`config.mk`:
```
export PLATFORM = sky130hd
export DESIGN_NAME = spi_master_top
export DESIGN_NICKNAME = d
export VERILOG_FILES = /design/src/rtl/spi_cfg_pkg.sv /design/src/rtl/spi_xfer_pkg.sv /design/src/rtl/spi_sclk_gen.sv /design/src/rtl/spi_master_ctrl.sv /design/src/rtl/spi_datapath.sv /design/src/rtl/spi_master_top.sv
export VERILOG_INCLUDE_DIRS = /design/src /design/src/include
export SDC_FILE = /design/constraint.sdc
export NUM_CORES = 1
export LEC_CHECK = 0
export ABC_CLOCK_PERIOD_IN_PS = 4360
export BUFFER_PORTS_ARGS = -buffer_cell sky130_fd_sc_hd__buf_4
export CAP_MARGIN = 5
export CORE_ASPECT_RATIO = 0.6
export CORE_MARGIN = 1
export CORE_UTILIZATION = 55
export DETAILED_ROUTE_END_ITERATION = 8
export PLACE_DENSITY = 0.89
export SLEW_MARGIN = 20
export SYNTH_ARGS = -nofsm -noshare
export SYNTH_HDL_FRONTEND = slang
export SYNTH_HIERARCHICAL = 1
export SYNTH_SLANG_ARGS = --single-unit
```
`constraint.sdc`:
```
create_clock -name clk -period 4.36 [get_ports clk]
set_clock_uncertainty 0.2 [all_clocks]
set_input_delay 0.436 -clock clk [delete_from_list [all_inputs] [get_ports clk]]
set_output_delay 0.436 -clock clk [all_outputs]
set_load 0.05 [all_outputs]
```
`src/include/spi_params.svh`:
```
`ifndef SPI_PARAMS_SVH
`define SPI_PARAMS_SVH

// Word size of one SPI transfer, shifted LSB first
`define SPI_DATA_WIDTH  8

// clk cycles per SCLK half period
// SCLK frequency is clk / (2 * SPI_HALF_PERIOD)
`define SPI_HALF_PERIOD 4

// Edge counter width, must hold 2 * SPI_DATA_WIDTH SCLK edges
`define SPI_CNT_WIDTH   5

`endif

```
`src/rtl/spi_cfg_pkg.sv`:
```
package spi_cfg_pkg;

    // SPI mode as CPOL/CPHA pair, mode number is {cpol, cpha}
    typedef struct packed {
        logic cpol;                                             // SCLK idle level
        logic cpha;                                             // 0 sample on leading edge, 1 on trailing
    } spi_mode_t;

    // Mode 0 is what the master comes out of reset with
    localparam spi_mode_t SPI_MODE_RESET = '{cpol: 1'b0, cpha: 1'b0};

    // Role of an SCLK edge
    // Leading edge leaves the CPOL level, trailing edge returns to it
    function automatic logic is_sample_edge(spi_mode_t mode, logic leading);
        return leading ^ mode.cpha;                             // CPHA 0 samples leading, 1 trailing
    endfunction

endpackage

```
`src/rtl/spi_xfer_pkg.sv`:
```
`include "spi_params.svh"

package spi_xfer_pkg;

    // Transfer request from the host side
    typedef struct packed {
        logic                         start;                    // One-cycle start pulse
        spi_cfg_pkg::spi_mode_t       mode;                     // Mode for this transfer
        logic [`SPI_DATA_WIDTH-1:0]   tx_data;                  // Word sent on MOSI
    } spi_req_t;

    // Status and result back to the host side
    typedef struct packed {
        logic                         busy;                     // Transfer in progress
        logic                         done;                     // One-cycle completion pulse
        logic [`SPI_DATA_WIDTH-1:0]   rx_data;                  // Word received on MISO, held
    } spi_rsp_t;

    // Master-driven SPI pins
    typedef struct packed {
        logic                         sclk;
        logic                         mosi;
        logic                         cs_n;                     // Single slave select, active low
    } spi_pins_t;

    // One-cycle strobes, one per SCLK edge
    typedef struct packed {
        logic                         sample;                   // Capture MISO
        logic                         shift;                    // Advance MOSI
    } spi_edges_t;

endpackage

```
`src/rtl/spi_sclk_gen.sv`:
```
`include "spi_params.svh"

module spi_sclk_gen (
    input  logic                     clk,
    input  logic                     rst_n,
    input  logic                     run,                       // High while SCLK should toggle
    input  spi_cfg_pkg::spi_mode_t   mode,                      // Latched transfer mode
    output logic                     sclk,
    output spi_xfer_pkg::spi_edges_t edges                      // Registered edge strobes
);

    import spi_cfg_pkg::*;

    localparam int                HALF_W    = $clog2(`SPI_HALF_PERIOD);
    localparam logic [HALF_W-1:0] HALF_LAST = HALF_W'(`SPI_HALF_PERIOD - 1);

    logic [HALF_W-1:0] half_cnt;                                // clk cycles into current half period
    logic              phase;                                   // 1 while SCLK is away from CPOL
    logic              toggle;                                  // Last cycle of a half period
    logic              sample_now;                              // Role of the coming edge

    assign toggle     = run && (half_cnt == HALF_LAST);
    assign sample_now = is_sample_edge(mode, !phase);           // phase 0 means a leading edge is next

    // SCLK is CPOL with the phase laid over it, so it picks up a new CPOL
    // in the same cycle as the mode register
    assign sclk = mode.cpol ^ phase;

    always_ff @(posedge clk or negedge rst_n) begin
        if (!rst_n) begin
            half_cnt <= '0;
            phase    <= 1'b0;
        end else if (!run) begin
            half_cnt <= '0;                                     // Restart timing for next transfer
            phase    <= 1'b0;                                   // Park SCLK at CPOL
        end else if (toggle) begin
            half_cnt <= '0;
            phase    <= ~phase;                                 // SCLK edge
        end else begin
            half_cnt <= half_cnt + 1'b1;
        end
    end

    // Strobes line up with the SCLK edge they describe
    always_ff @(posedge clk or negedge rst_n) begin
        if (!rst_n) begin
            edges <= '0;
        end else begin
            edges.sample <= toggle &&  sample_now;
            edges.shift  <= toggle && !sample_now;
        end
    end

endmodule

```
`src/rtl/spi_master_ctrl.sv`:
```
`include "spi_params.svh"

module spi_master_ctrl (
    input  logic                     clk,
    input  logic                     rst_n,
    input  logic                     start,                     // Start pulse from host
    input  spi_cfg_pkg::spi_mode_t   mode_in,                   // Requested mode
    input  spi_xfer_pkg::spi_edges_t edges,                     // Edge strobes from SCLK generator
    output spi_cfg_pkg::spi_mode_t   mode,                      // Mode held for the transfer
    output logic                     run,                       // Enables SCLK
    output logic                     load,                      // Parallel load of tx word
    output logic                     done,
    output logic                     busy,
    output logic                     cs_n
);

    import spi_cfg_pkg::*;

    typedef enum logic [1:0] {
        ST_IDLE,                                                // cs_n high, waiting for start
        ST_XFER,                                                // cs_n low, SCLK running
        ST_FINISH                                               // done cycle
    } state_t;

    // Index of the final SCLK edge, counted from zero
    localparam logic [`SPI_CNT_WIDTH-1:0] LAST_EDGE =
        `SPI_CNT_WIDTH'(2 * `SPI_DATA_WIDTH - 1);

    state_t                    state;
    logic [`SPI_CNT_WIDTH-1:0] edge_cnt;                        // SCLK edges seen this transfer
    logic                      accept;                          // Start taken this cycle
    logic                      any_edge;

    assign accept   = start && (state == ST_IDLE);              // Start while busy is dropped
    assign any_edge = edges.sample || edges.shift;

    always_ff @(posedge clk or negedge rst_n) begin
        if (!rst_n) begin
            state    <= ST_IDLE;
            edge_cnt <= '0;
            mode     <= SPI_MODE_RESET;
        end else begin
            case (state)
                ST_IDLE: begin
                    if (accept) begin
                        state    <= ST_XFER;
                        edge_cnt <= '0;
                        mode     <= mode_in;                    // Held until next accept
                    end
                end
                ST_XFER: begin
                    if (any_edge) begin
                        if (edge_cnt == LAST_EDGE) begin
                            state <= ST_FINISH;                 // 2 x width edges done
                        end else begin
                            edge_cnt <= edge_cnt + 1'b1;
                        end
                    end
                end
                ST_FINISH: begin
                    state <= ST_IDLE;
                end
                default: begin
                    state <= ST_IDLE;
                end
            endcase
        end
    end

    // Outputs decoded straight from state
    assign load = accept;
    assign run  = (state == ST_XFER);
    assign cs_n = (state != ST_XFER);                           // Deasserts with done
    assign done = (state == ST_FINISH);
    assign busy = (state != ST_IDLE);                           // Covers the done cycle too

endmodule

```
`src/rtl/spi_datapath.sv`:
```
`include "spi_params.svh"

module spi_datapath (
    input  logic                       clk,
    input  logic                       rst_n,
    input  logic                       load,                    // Take tx_data in parallel
    input  logic                       done,                    // Transfer complete
    input  logic [`SPI_DATA_WIDTH-1:0] tx_data,
    input  spi_xfer_pkg::spi_edges_t   edges,
    input  logic                       miso,
    output logic                       mosi,
    output logic [`SPI_DATA_WIDTH-1:0] rx_data
);

    logic [`SPI_DATA_WIDTH-1:0] mosi_sr;                        // Outgoing word, bit 0 on the pin
    logic [`SPI_DATA_WIDTH-1:0] miso_sr;                        // Incoming word, fills from MSB
    logic [`SPI_DATA_WIDTH-1:0] rx_q;                           // Last completed word
    logic                       sampled;                        // A sample edge has passed since load

    // A shift edge before the first sample would drop bit 0 before the slave
    // reads it. That only happens with CPHA 1, where the first edge shifts.
    always_ff @(posedge clk or negedge rst_n) begin
        if (!rst_n) begin
            sampled <= 1'b0;
        end else if (load) begin
            sampled <= 1'b0;
        end else if (edges.sample) begin
            sampled <= 1'b1;
        end
    end

    always_ff @(posedge clk or negedge rst_n) begin
        if (!rst_n) begin
            mosi_sr <= '0;                                      // MOSI low out of reset
        end else if (load) begin
            mosi_sr <= tx_data;                                 // Bit 0 goes out first
        end else if (edges.shift && sampled) begin
            mosi_sr <= mosi_sr >> 1;                            // Next bit onto MOSI
        end
    end

    always_ff @(posedge clk) begin
        if (edges.sample) begin
            miso_sr <= {miso, miso_sr[`SPI_DATA_WIDTH-1:1]};    // LSB first, ends up in bit 0
        end
    end

    always_ff @(posedge clk or negedge rst_n) begin
        if (!rst_n) begin
            rx_q <= '0;
        end else if (done) begin
            rx_q <= miso_sr;                                    // Hold until next done
        end
    end

    assign mosi = mosi_sr[0];

    // Completed word is already in miso_sr during done, so pass it through then
    assign rx_data = done ? miso_sr : rx_q;

endmodule

```
`src/rtl/spi_master_top.sv`:
```
module spi_master_top (
    input  logic                     clk,
    input  logic                     rst_n,
    input  spi_xfer_pkg::spi_req_t   req,                       // Start, mode and tx word
    input  logic                     miso,
    output spi_xfer_pkg::spi_rsp_t   rsp,                       // Busy, done and rx word
    output spi_xfer_pkg::spi_pins_t  pins                       // SCLK, MOSI, CS_N
);

    import spi_cfg_pkg::*;
    import spi_xfer_pkg::*;

    spi_mode_t                mode;                             // Mode latched by controller
    spi_edges_t               edges;                            // Sample and shift strobes
    logic                     run;
    logic                     load;

    spi_master_ctrl u_ctrl (
        .clk     (clk),
        .rst_n   (rst_n),
        .start   (req.start),
        .mode_in (req.mode),
        .edges   (edges),
        .mode    (mode),
        .run     (run),
        .load    (load),
        .done    (rsp.done),
        .busy    (rsp.busy),
        .cs_n    (pins.cs_n)
    );

    spi_sclk_gen u_sclk_gen (
        .clk   (clk),
        .rst_n (rst_n),
        .run   (run),
        .mode  (mode),
        .sclk  (pins.sclk),
        .edges (edges)
    );

    spi_datapath u_datapath (
        .clk     (clk),
        .rst_n   (rst_n),
        .load    (load),
        .done    (rsp.done),                                    // Also captures rx word
        .tx_data (req.tx_data),
        .edges   (edges),
        .miso    (miso),
        .mosi    (pins.mosi),
        .rx_data (rsp.rx_data)
    );

endmodule

```
==> flow_metrics.py, run 1 <==
metrics = {
    "detailed_routing": {
        "vias": 1092,
        "wl_per_cell_um": 14.37,
        "first_pass_iters": 4,
        "postRouteAntennaNets": 0,
        "via_per_inst": 5.353,
        "drt_iter0_markers": 26,
        "wl_mm": 2.932,
        "drc_errors": 0,
    },
    "timing": {
        "maxSlewViolCount": 0,
        "period_share_pct": 52.84,
        "maxSlewHeadroom_pct": 47.53,
        "layout_min_cycle_time_ps": 2304,
        "hold_viol": 0,
        "tightest_slew_ps": 786.2,
        "rsz0062_at_grt": "false",
        "setup_violations": 0,
        "clock.fmax_mhz": 434.1,
        "finalSetupTns_ps": 0,
    },
    "yosys": {
        "synth_edf_count": 8,
        "ys_warn_count": 6,
        "synth_area_leaders": "dfrtp_1 (45%), edfxtp_1 (14%), mux2_2 (7.9%), nand4b_1 (3.6%), nand2b_1 (3.3%)",
        "syn-num-nets": 151,
        "synth_compound_area_share_pct": 7.232,
        "synth-async-reset-ratio_pct": 79.49,
        "synth_cell_type_count": 33,
        "synth-simple-area-share_pct": 16.00,
        "synth-seq-cells": 39,
        "synth_top_family_by_area": "simple AND/OR/NAND/NOR gates",
        "ys.flop_type": "dfrtp_1",
        "synthesis.area_mm2": 0.001713,
        "muxShareOfSynthArea_pct": 8.473,
        "synth_fa_ha_area_share_pct": 2.191,
        "yosysTopAreaCell": "dfrtp_1",
        "seq_area_frac_synth_pct": 59.31,
        "synth_top_area_share_pct": 45.29,
        "synth.avg_cell_area_um2": 12.78,
        "synthCells": 134,
        "synthXorXnorAreaFrac_pct": 1.534,
    },
    "cts": {
        "cts.reportedPaths.clkPinSlew_ps": 70,
        "htree_num_levels": 2,
        "clk_path_buf_depth": 2,
        "cts_resized": 0,
        "insertion_delay_ps": 280,
        "cts.sink_count": 39,
        "cts_tree": "done",
        "cts_root_buf": "clkbuf_8",
        "cts_inserted_buffers": 5,
    },
    "die": {
        "start_util_pct": 58.88,
        "dieArea_mm2": 0.003349,
        "rows": 15,
        "core_region_area_mm2": 0.002909,
        "die_h_um": 45.23,
        "die_w_um": 74.05,
        "io_pins": 27,
    },
    "place": {
        "gp_congestion": 0.7301,
        "portBuffers": 26,
        "hpwl_mm": 2.038,
        "place_area_mm2": 0.001901,
    },
    "setup_path": {
        "cp-end-kind": "output pin",
        "cp.required_ps": 3720,
        "arrival_ps": 1670,
        "startpoint_type": "flip-flop",
        "cp_max_fo": 9,
        "crit_type": "reg -> out",
    },
    "power": {
        "power_density_mw_per_mm2": 649.9,
        "comb_power_share_pct": 37.2,
        "swShare_pct": 37.92,
        "seqPwrFrac_pct": 46.0,
        "internal-power_mw": 0.8042,
        "p_leak_nw": 0.9116,
        "p_clk_share_pct": 16.8,
        "peakVddDrop_mv": 0.5612,
        "p_sw_mw": 0.4912,
    },
    "global_routing": {
        "use_met2_pct": 32.36,
        "grt_overflow": 0,
        "grt.met3_usage_pct": 6.027,
        "grt-busiest-layer": "met2",
        "grt_antenna_before_repair": 0,
        "grt_max_degree": 32,
        "grt_pass1_wl_mm": 4.774,
        "grt.met1_usage_pct": 26.00,
        "grt_pass1_vias": 1017,
        "grt_usage_pct": 20.56,
    },
    "flow_run": {
        "max_cap_viol_count": 0,
    },
    "layout": {
        "area_growth_pct": 16.36,
        "postLayoutCellArea_mm2": 0.001993,
        "nNetsFinal": 178,
        "drive_gt1_share_pct": 32.72,
        "antenna_cells": 0,
        "nFillCells": 211,
    },
    "worst_hold_path": {
        "hold_class": "in -> reg",
    },
    "outcome": {
        "status": "finished clean",
    },
}
==> power by group through the flow <==
| stage | Clock, mW | Sequential [mW] | Combinational, mW |
|---|---|---|---|
| 2_1_floorplan | 0 | 0.577 | 0.392 |
| 3_3_place_gp | 0 | 0.590 | 0.455 |
| 3_5_place_dp | 0 | 0.603 | 0.478 |
| 4_1_cts | 0.224 | 0.596 | 0.482 |
| 5_1_grt | 0.241 | 0.612 | 0.530 |
| 6_report | 0.217 | 0.596 | 0.482 |
==> cell usage in the layout, fill, tap and decap left out, types with 2 or more instances in the layout <==
cell | synthesis | routed
dfrtp_1 | 31 | 31
buf_4 | 0 | 26
mux2_2 | 12 | 12
nand2_1 | 11 | 11
nand2b_1 | 9 | 9
inv_1 | 8 | 8
edfxtp_1 | 8 | 8
o211ai_1 | 7 | 7
nand4b_1 | 7 | 7
nor2_1 | 7 | 6
clkbuf_8 | 0 | 5
ha_1 | 3 | 3
xor2_1 | 3 | 3
clkinv_1 | 0 | 2
and2b_2 | 2 | 2
nand3_1 | 2 | 2
==> through the flow <==
stage / util, % / hold slack (ps) / power, mW / setup WS, ps / std cells
after global placement: 65.33 / 186.8 / 1.046 / 2040 / 195
after floorplan: - / -59.59 / 0.9688 / 2222 / 134
after detailed placement: 65.33 / 186.8 / 1.081 / 1938 / 195
after CTS: 68.43 / 118.8 / 1.303 / 1929 / 204
after global routing: 68.52 / 121.0 / 1.383 / 1993 / 204
final: 68.52 / 129.4 / 1.295 / 2056 / 204
==> cells by family (layout without fill, tap and decap cells) <==
group | after synthesis | in the layout
and+or+nand+nor | 46 | 46
buffers and inverters | 15 | 43
AOI/OAI and AO/OA | 15 | 15
DFF | 39 | 39
adders and majority gates | 3 | 3
xor gates and xnor gates | 3 | 3
muxes | 13 | 13
==> path summary, 6_finish.rpt <==
kind	startpoint	to	slack [ps]	cells after the start
min in group asynchronous	rst_n	u_sclk_gen/half_cnt[1]	420	2
setup reg to reg	u_ctrl/edge_cnt[0]	u_ctrl/edge_cnt[0]	2140	7
hold reg to reg	u_sclk_gen/half_cnt[0]	u_sclk_gen/half_cnt[0]	250	1
hold / removal	miso	u_datapath/miso_sr[7]	130	1
max in group asynchronous	rst_n	u_datapath/sampled	3260	2
setup / recovery	u_ctrl/state[0]	rsp[4]	2060	3
==> area by class of cell <==
cell class                 count  area (µm²)  share of cell area (%)
tap                           42       52.55                   2.637
timing repair buffer          27       205.2                   10.30
clock buffer                   6       72.57                   3.641
sequential                    39        1016                   50.97
clock inverter                 2       7.507                  0.3766
multi-input combinational     80       609.3                   30.57
inverter                       8       30.03                   1.507
==> per-layer routing <==
metal	share of wire (%)	routed length (µm)
met3	4.6	134
met4	2.3	68
met1	45	1330
met2	48	1400
met5	0	0
==> repair_timing <==
item / in CTS / in global routing
hold endpoints to repair: 31 / 0
setup buffers: 0 / 0
hold buffers: 1 / 0
==> Yosys cell counts, types with 2 or more instances <==
cell type,number
buf_2,2
and2b_2,2
nand4b_1,7
nand2b_1,9
mux2_2,12
xor2_1,3
buf_6,4
nand2_1,11
dfrtp_1,31
edfxtp_1,8
nand3_1,2
nor2_1,7
ha_1,3
inv_1,8
o211ai_1,7
==> registers in the layout (all words and copies together) (netlist names) <==
name / flops
u_ctrl/edge_cnt: 5
u_ctrl/mode: 2
u_ctrl/state: 2
u_datapath/miso_sr: 8
u_datapath/mosi_sr: 8
u_datapath/rx_q: 8
u_datapath/sampled: 1
u_sclk_gen/edges: 2
u_sclk_gen/half_cnt: 2
u_sclk_gen/phase: 1
==> worst max-delay path: stages, from the launching register on <==
cell     delay (ps)
dfrtp_1         440
and2b_2         380
mux2_2          380
buf_4           190
Note: power is estimated with default switching activity, not from simulation.
==> run 2: changes to the inputs <==
Settings changed: ABC_AREA set to 1, ABC_CLOCK_PERIOD_IN_PS 4360 to 2100, CORE_UTILIZATION 55 to 50, PLACE_DENSITY 0.89 to 0.85.
Clock period 4.36 ns to 2.1 ns, I/O delays scaled along.
==> run 2 against run 1 <==
- worst setup slack got worse by 2000 ps
- routed wire length increased by 5.6%
- cell count increased by 34%
- critical path depth increased by 3
- via count increased by 18%
- register-to-register slack got worse by 2000 ps
- clock-buffer cell count decreased by 1
- global-route usage decreased by 1.5 points
- clock power increased to 2.9 times the previous value
- critical endpoint is now rsp[0]
- largest power group unchanged
- highest routed layer unchanged
==> flow_metrics.py, run 2 <==
metrics = {
    "die": {
        "rows": 16,
        "start_util_pct": 52.92,
        "io_pins": 27,
        "dieArea_mm2": 0.003744,
        "die_w_um": 78.33,
        "core_region_area_mm2": 0.003303,
        "die_h_um": 47.80,
    },
    "place": {
        "place_ws_ps": 211.5,
        "hpwl_mm": 2.137,
        "gp_congestion": 0.7829,
        "place_area_mm2": 0.001976,
        "portBuffers": 26,
    },
    "flow_run": {
        "max_cap_viol_count": 0,
    },
    "layout": {
        "drive_gt1_share_pct": 22.71,
        "mostFrequentLayoutCell": "nand2_1",
        "multi_input_area_um2": 606.8,
        "postLayoutCellArea_mm2": 0.002167,
        "nNetsFinal": 245,
        "antenna_cells": 0,
        "regArea_mm2": 0.001017,
        "nFillCells": 260,
        "area_growth_pct": 23.98,
        "reg_top3": "u_datapath/miso_sr: 8 flops, u_datapath/mosi_sr: 8 flops, u_datapath/rx_q: 8 flops",
        "final_cell_mix": "nand2_1 (71), dfrtp_1 (30), buf_4 (27)",
    },
    "cts": {
        "cts_tree": "done",
        "cts.reportedPaths.clkPinSlew_ps": 80,
        "cts_root_buf": "clkbuf_8",
        "cts.sink_count": 39,
        "cts_inserted_buffers": 5,
        "htree_num_levels": 2,
        "clk_path_buf_depth": 2,
        "insertion_delay_ps": 290,
    },
    "power": {
        "comb_power_share_pct": 32.9,
        "p_leak_nw": 1.101,
        "swShare_pct": 37.70,
        "p_clk_share_pct": 24.4,
        "power_density_mw_per_mm2": 1177,
        "internal-power_mw": 1.590,
        "peakVddDrop_mv": 0.7991,
        "seqPwrFrac_pct": 42.7,
        "p_total_mw": 2.552,
        "p_sw_mw": 0.9621,
    },
    "detailed_routing": {
        "first_pass_iters": 4,
        "via_per_inst": 4.723,
        "drc_errors": 0,
        "drt_iter0_markers": 101,
        "wl_mm": 3.097,
        "vias": 1294,
        "wl_per_cell_um": 11.30,
        "postRouteAntennaNets": 0,
    },
    "setup_path": {
        "arrival_ps": 1590,
        "crit_type": "reg -> out",
        "cp.required_ps": 1690,
        "cp_max_fo": 16,
        "startpoint_type": "flip-flop",
        "cp-end-kind": "output pin",
    },
    "outcome": {
        "status": "finished clean",
    },
    "global_routing": {
        "grt_max_degree": 32,
        "grt_usage_pct": 19.07,
        "grt_antenna_before_repair": 0,
        "grt_overflow": 0,
        "grt_pass1_wl_mm": 5.195,
        "grt_pass1_vias": 1160,
    },
    "yosys": {
        "synthCells": 191,
        "yosysTopAreaCell": "dfrtp_1",
        "syn-num-nets": 208,
        "yosys-top-cells-count": "nand2_1 (71), dfrtp_1 (31), inv_1 (22), nand3_1 (13), o21ai_0 (9)",
        "ys_warn_count": 6,
        "synth_cell_type_count": 23,
        "synthesis.area_mm2": 0.001748,
        "synth_edf_count": 8,
        "synth.most_common_cell": "nand2_1",
        "ys.flop_type": "dfrtp_1",
        "synth_top_area_share_pct": 44.38,
        "synth.avg_cell_area_um2": 9.151,
        "synth-async-reset-ratio_pct": 79.49,
        "synth-seq-cells": 39,
        "synth_area_leaders": "dfrtp_1 (44%), nand2_1 (15%), edfxtp_1 (14%), inv_1 (4.7%), nand3_1 (3.7%)",
        "seq_area_frac_synth_pct": 58.12,
    },
    "timing": {
        "layout_setup_ws_ps": 103.1,
        "rsz0062_at_grt": "false",
        "layout_min_cycle_time_ps": 1997,
        "setup_violations": 0,
        "tightest_slew_ps": 503.0,
        "maxSlewHeadroom_pct": 66.43,
        "hold_ws_ps": 6.844,
        "maxSlewViolCount": 0,
        "clock.fmax_mhz": 500.8,
        "period_share_pct": 95.09,
        "hold_viol": 0,
    },
    "worst_hold_path": {
        "hold_class": "in -> reg",
    },
}
==> run 2: cell types whose count changed in the layout (fill, tap and decap cells not counted), sizes merged, moves of 4 or more <==
cell,before,now
nand2b,9,0
dlygate4sd3,1,5
o211ai,8,0
nand4b,7,0
nand2,11,77
inv,8,25
mux2,12,0
nand3,2,14
o21ai,2,14
nor2,7,11
==> run 2: per-stage QoR <==
stage | std cells | setup TNS (ps) | util [%]
2_1_floorplan | 191 | -628.7 | -
3_3_place_gp | 259 | 0 | 59.81
3_5_place_dp | 259 | 0 | 59.81
4_1_cts | 274 | 0 | 65.57
5_1_grt | 274 | 0 | 65.61
6_report | 274 | 0 | 65.61
==> run 2: metal layers <==
layer	vias up	part of all wire, %	track usage [%]
met5	-	0	0
met4	0	0.26	5.556
met3	2	4.6	6.286
met2	27	45	31.75
met1	596	50	24.73
li1	669	-	-
==> run 2: path summary, 6_finish.rpt <==
check | startpoint | endpoint | slack, ps | cells past startpoint
max in group asynchronous | rst_n | u_ctrl/state[1] | 1210 | 2
hold / removal | req[3] | u_datapath/mosi_sr[3] | 7 | 5
min in group asynchronous | rst_n | u_ctrl/edge_cnt[0] | 180 | 2
hold reg to reg | u_sclk_gen/half_cnt[0] | u_sclk_gen/half_cnt[0] | 230 | 1
setup reg to reg | u_ctrl/state[0] | u_datapath/mosi_sr[6] | 190 | 7
setup / recovery | u_ctrl/state[1] | rsp[0] | 100 | 6
==> run 2: worst max-delay path: stages (launching register included) <==
cell,delay (ps)
dfrtp_2,470
inv_1,120
nor2_4,50
buf_12,150
buf_4,130
o21ai_1,150
buf_4,220
==> run 2: power by group through the flow <==
| stage | Sequential, mW | Clock, mW | Combinational (mW) |
|---|---|---|---|
| 2_1_floorplan | 1.09 | 0 | 0.643 |
| 3_3_place_gp | 1.09 | 0 | 0.799 |
| 3_5_place_dp | 1.10 | 0 | 0.839 |
| 4_1_cts | 1.09 | 0.634 | 0.850 |
| 5_1_grt | 1.11 | 0.668 | 0.943 |
| 6_report | 1.09 | 0.624 | 0.839 |
==> run 2: layout make-up <==
| type | instances | area share (%) |
|---|---|---|
| sequential | 39 | 46.94 |
| multi-input combinational | 124 | 28.00 |
| timing repair buffer | 33 | 12.59 |
| inverter | 25 | 4.677 |
| clock buffer | 5 | 3.176 |
| tap | 45 | 2.598 |
| clock inverter | 3 | 2.021 |
==> run 2: kinds of logic after synthesis <==
| kind of cell | after synthesis | synth area share, % |
|---|---|---|
| flops | 39 | 58.12 |
| compound gates | 15 | 4.294 |
| buf+inv | 28 | 7.587 |
| xor+xnor | 1 | 0.5012 |
| fa+ha+maj | 3 | 2.148 |
| simple gates | 105 | 27.34 |
==> run 2: repair_timing <==
action | 4_1_cts | 5_1_grt
gates resized for setup | 0 | 1
pin swaps | 1 | 0
endpoints found under the setup margin | 2 | 4
buffers inserted | 2 | 0
hold buffers | 5 | 0
hold endpoints to repair | 35 | 0
==> run 3: changes to the inputs <==
Settings changed: CORE_ASPECT_RATIO 0.6 to not set.
==> run 3 against run 2 <==
- sequential power hardly changed
- via count is 6.0% higher
- sequential share of layout area is 0.56 points lower
- combinational power is 0.5% higher
- maximum frequency hardly changed
- first-iteration DRC count is 41% lower
- critical path type unchanged
- largest cell class unchanged
==> flow_metrics.py, run 3 (same netlist as run 2, synthesis figures left out) <==
metrics = {
    "layout": {
        "drive_gt1_share_pct": 22.03,
        "nNetsFinal": 252,
        "antenna_cells": 0,
        "reg_top3": "u_datapath/miso_sr: 8 flops, u_datapath/mosi_sr: 8 flops, u_datapath/rx_q: 8 flops",
        "area_growth_pct": 25.48,
        "finalNonFillerCells": 282,
        "final_core_util_pct": 65.73,
        "mostFrequentLayoutCell": "nand2_1",
        "final_cell_mix": "nand2_1 (71), dfrtp_1 (30), buf_4 (25)",
    },
    "cts": {
        "insertion_delay_ps": 350,
        "htree_num_levels": 2,
        "clk_path_buf_depth": 2,
        "cts.sink_count": 39,
        "cts_root_buf": "clkbuf_4",
        "cts_inserted_buffers": 5,
        "cts.reportedPaths.clkPinSlew_ps": 110,
        "cts_tree": "done",
    },
    "global_routing": {
        "grt_pass1_wl_mm": 5.009,
        "grt_usage_pct": 18.99,
        "grt_overflow": 0,
        "grt_antenna_before_repair": 0,
        "grt_max_degree": 32,
        "grt_pass1_vias": 1205,
    },
    "place": {
        "portBuffers": 26,
        "place_ws_ps": 200.3,
        "hpwl_mm": 2.020,
        "placed_cells": 260,
        "gp_congestion": 0.8285,
    },
    "detailed_routing": {
        "first_pass_iters": 4,
        "drc_errors": 0,
        "postRouteAntennaNets": 0,
        "vias": 1371,
        "drt_iter0_markers": 60,
        "wl_mm": 3.245,
        "wl_per_cell_um": 11.51,
        "via_per_inst": 4.862,
    },
    "timing": {
        "period_share_pct": 95.01,
        "layout_min_cycle_time_ps": 1995,
        "maxSlewViolCount": 0,
        "maxSlewHeadroom_pct": 74.43,
        "tightest_slew_ps": 383.6,
        "layout_setup_ws_ps": 104.7,
        "clock.fmax_mhz": 501.2,
        "hold_viol": 0,
        "setup_violations": 0,
    },
    "setup_path": {
        "cp_max_fo": 17,
        "cp.required_ps": 1690,
        "cp-end-kind": "output pin",
        "crit_type": "reg -> out",
        "arrival_ps": 1590,
        "startpoint_type": "flip-flop",
    },
    "worst_hold_path": {
        "hold_class": "in -> async",
    },
    "die": {
        "rows": 21,
        "start_util_pct": 52.38,
        "die_h_um": 61.13,
        "io_pins": 27,
        "core_region_area_mm2": 0.003337,
        "dieArea_mm2": 0.003736,
        "die_w_um": 61.13,
    },
    "power": {
        "power_density_mw_per_mm2": 1053,
        "peakVddDrop_mv": 0.6728,
        "p_total_mw": 2.310,
        "p_leak_nw": 1.090,
    },
    "outcome": {
        "status": "finished clean",
    },
    "flow_run": {
        "max_cap_viol_count": 0,
    },
}
-- run 3: routing by layer --
layer	track usage, %	part of all wire [%]
met5	0	0
met3	6.723	4.5
met1	23.07	44
met2	30.43	49
met4	8.766	1.9
-- run 3: where the power goes --
part | total [mW] | internal, mW | switching (mW) | leakage (nW)
logic | 0.843 | 0.297 | 0.546 | 0.580
clock network | 0.376 | 0.128 | 0.248 | 0.0272
registers | 1.09 | 0.946 | 0.145 | 0.483
total | 2.31 | 1.37 | 0.940 | 1.09
-- run 3: final cells by class --
class | count | area, µm²
fillers | 277 | 1144
flip-flops and latches | 39 | 1017
multi-input cells | 124 | 606.8
repair buffers | 40 | 349.1
inverters | 25 | 105.1
well taps | 46 | 57.56
clock buffers | 5 | 37.54
clock inverters | 3 | 20.02
-- run 3: metrics by stage --
step,setup TNS (ps),hold slack (ps),cell area [µm²]
2_1_floorplan,-628.7,-285.6,1755
3_3_place_gp,0,-35.90,1977
3_5_place_dp,0,-37.33,1977
4_1_cts,0,112.8,2185
5_1_grt,-6.142,144.2,2193
6_report,0,112.1,2193
-- run 3: timing repair --
action,in CTS,in global routing
endpoints found under the hold margin,43,0
setup buffers,1,0
hold buffers,13,0
endpoints found under the setup margin,8,9
pin swaps,1,0
gates resized for setup,0,3
-- run 3: worst max-delay path, cell delays in order (launching register included) --
cell and delay, ps:
dfrtp_2 470, inv_1 100, nor2_4 130, buf_12 140, nand2_1 60, o21ai_1 110, buf_4 230
-- run 3: final timing paths --
check / cells after the start / slack (ps) / from / endpoint
max in group asynchronous: 2 / 1290 / rst_n / u_ctrl/state[1]
hold reg to reg: 1 / 240 / u_sclk_gen/half_cnt[0] / u_sclk_gen/half_cnt[0]
setup / recovery: 6 / 100 / u_ctrl/state[1] / rsp[1]
hold / removal: 2 / 110 / rst_n / u_datapath/rx_q[2]
setup reg to reg: 7 / 210 / u_ctrl/state[0] / u_datapath/mosi_sr[6]
min in group clk: 1 / 240 / u_sclk_gen/half_cnt[0] / u_sclk_gen/half_cnt[0]
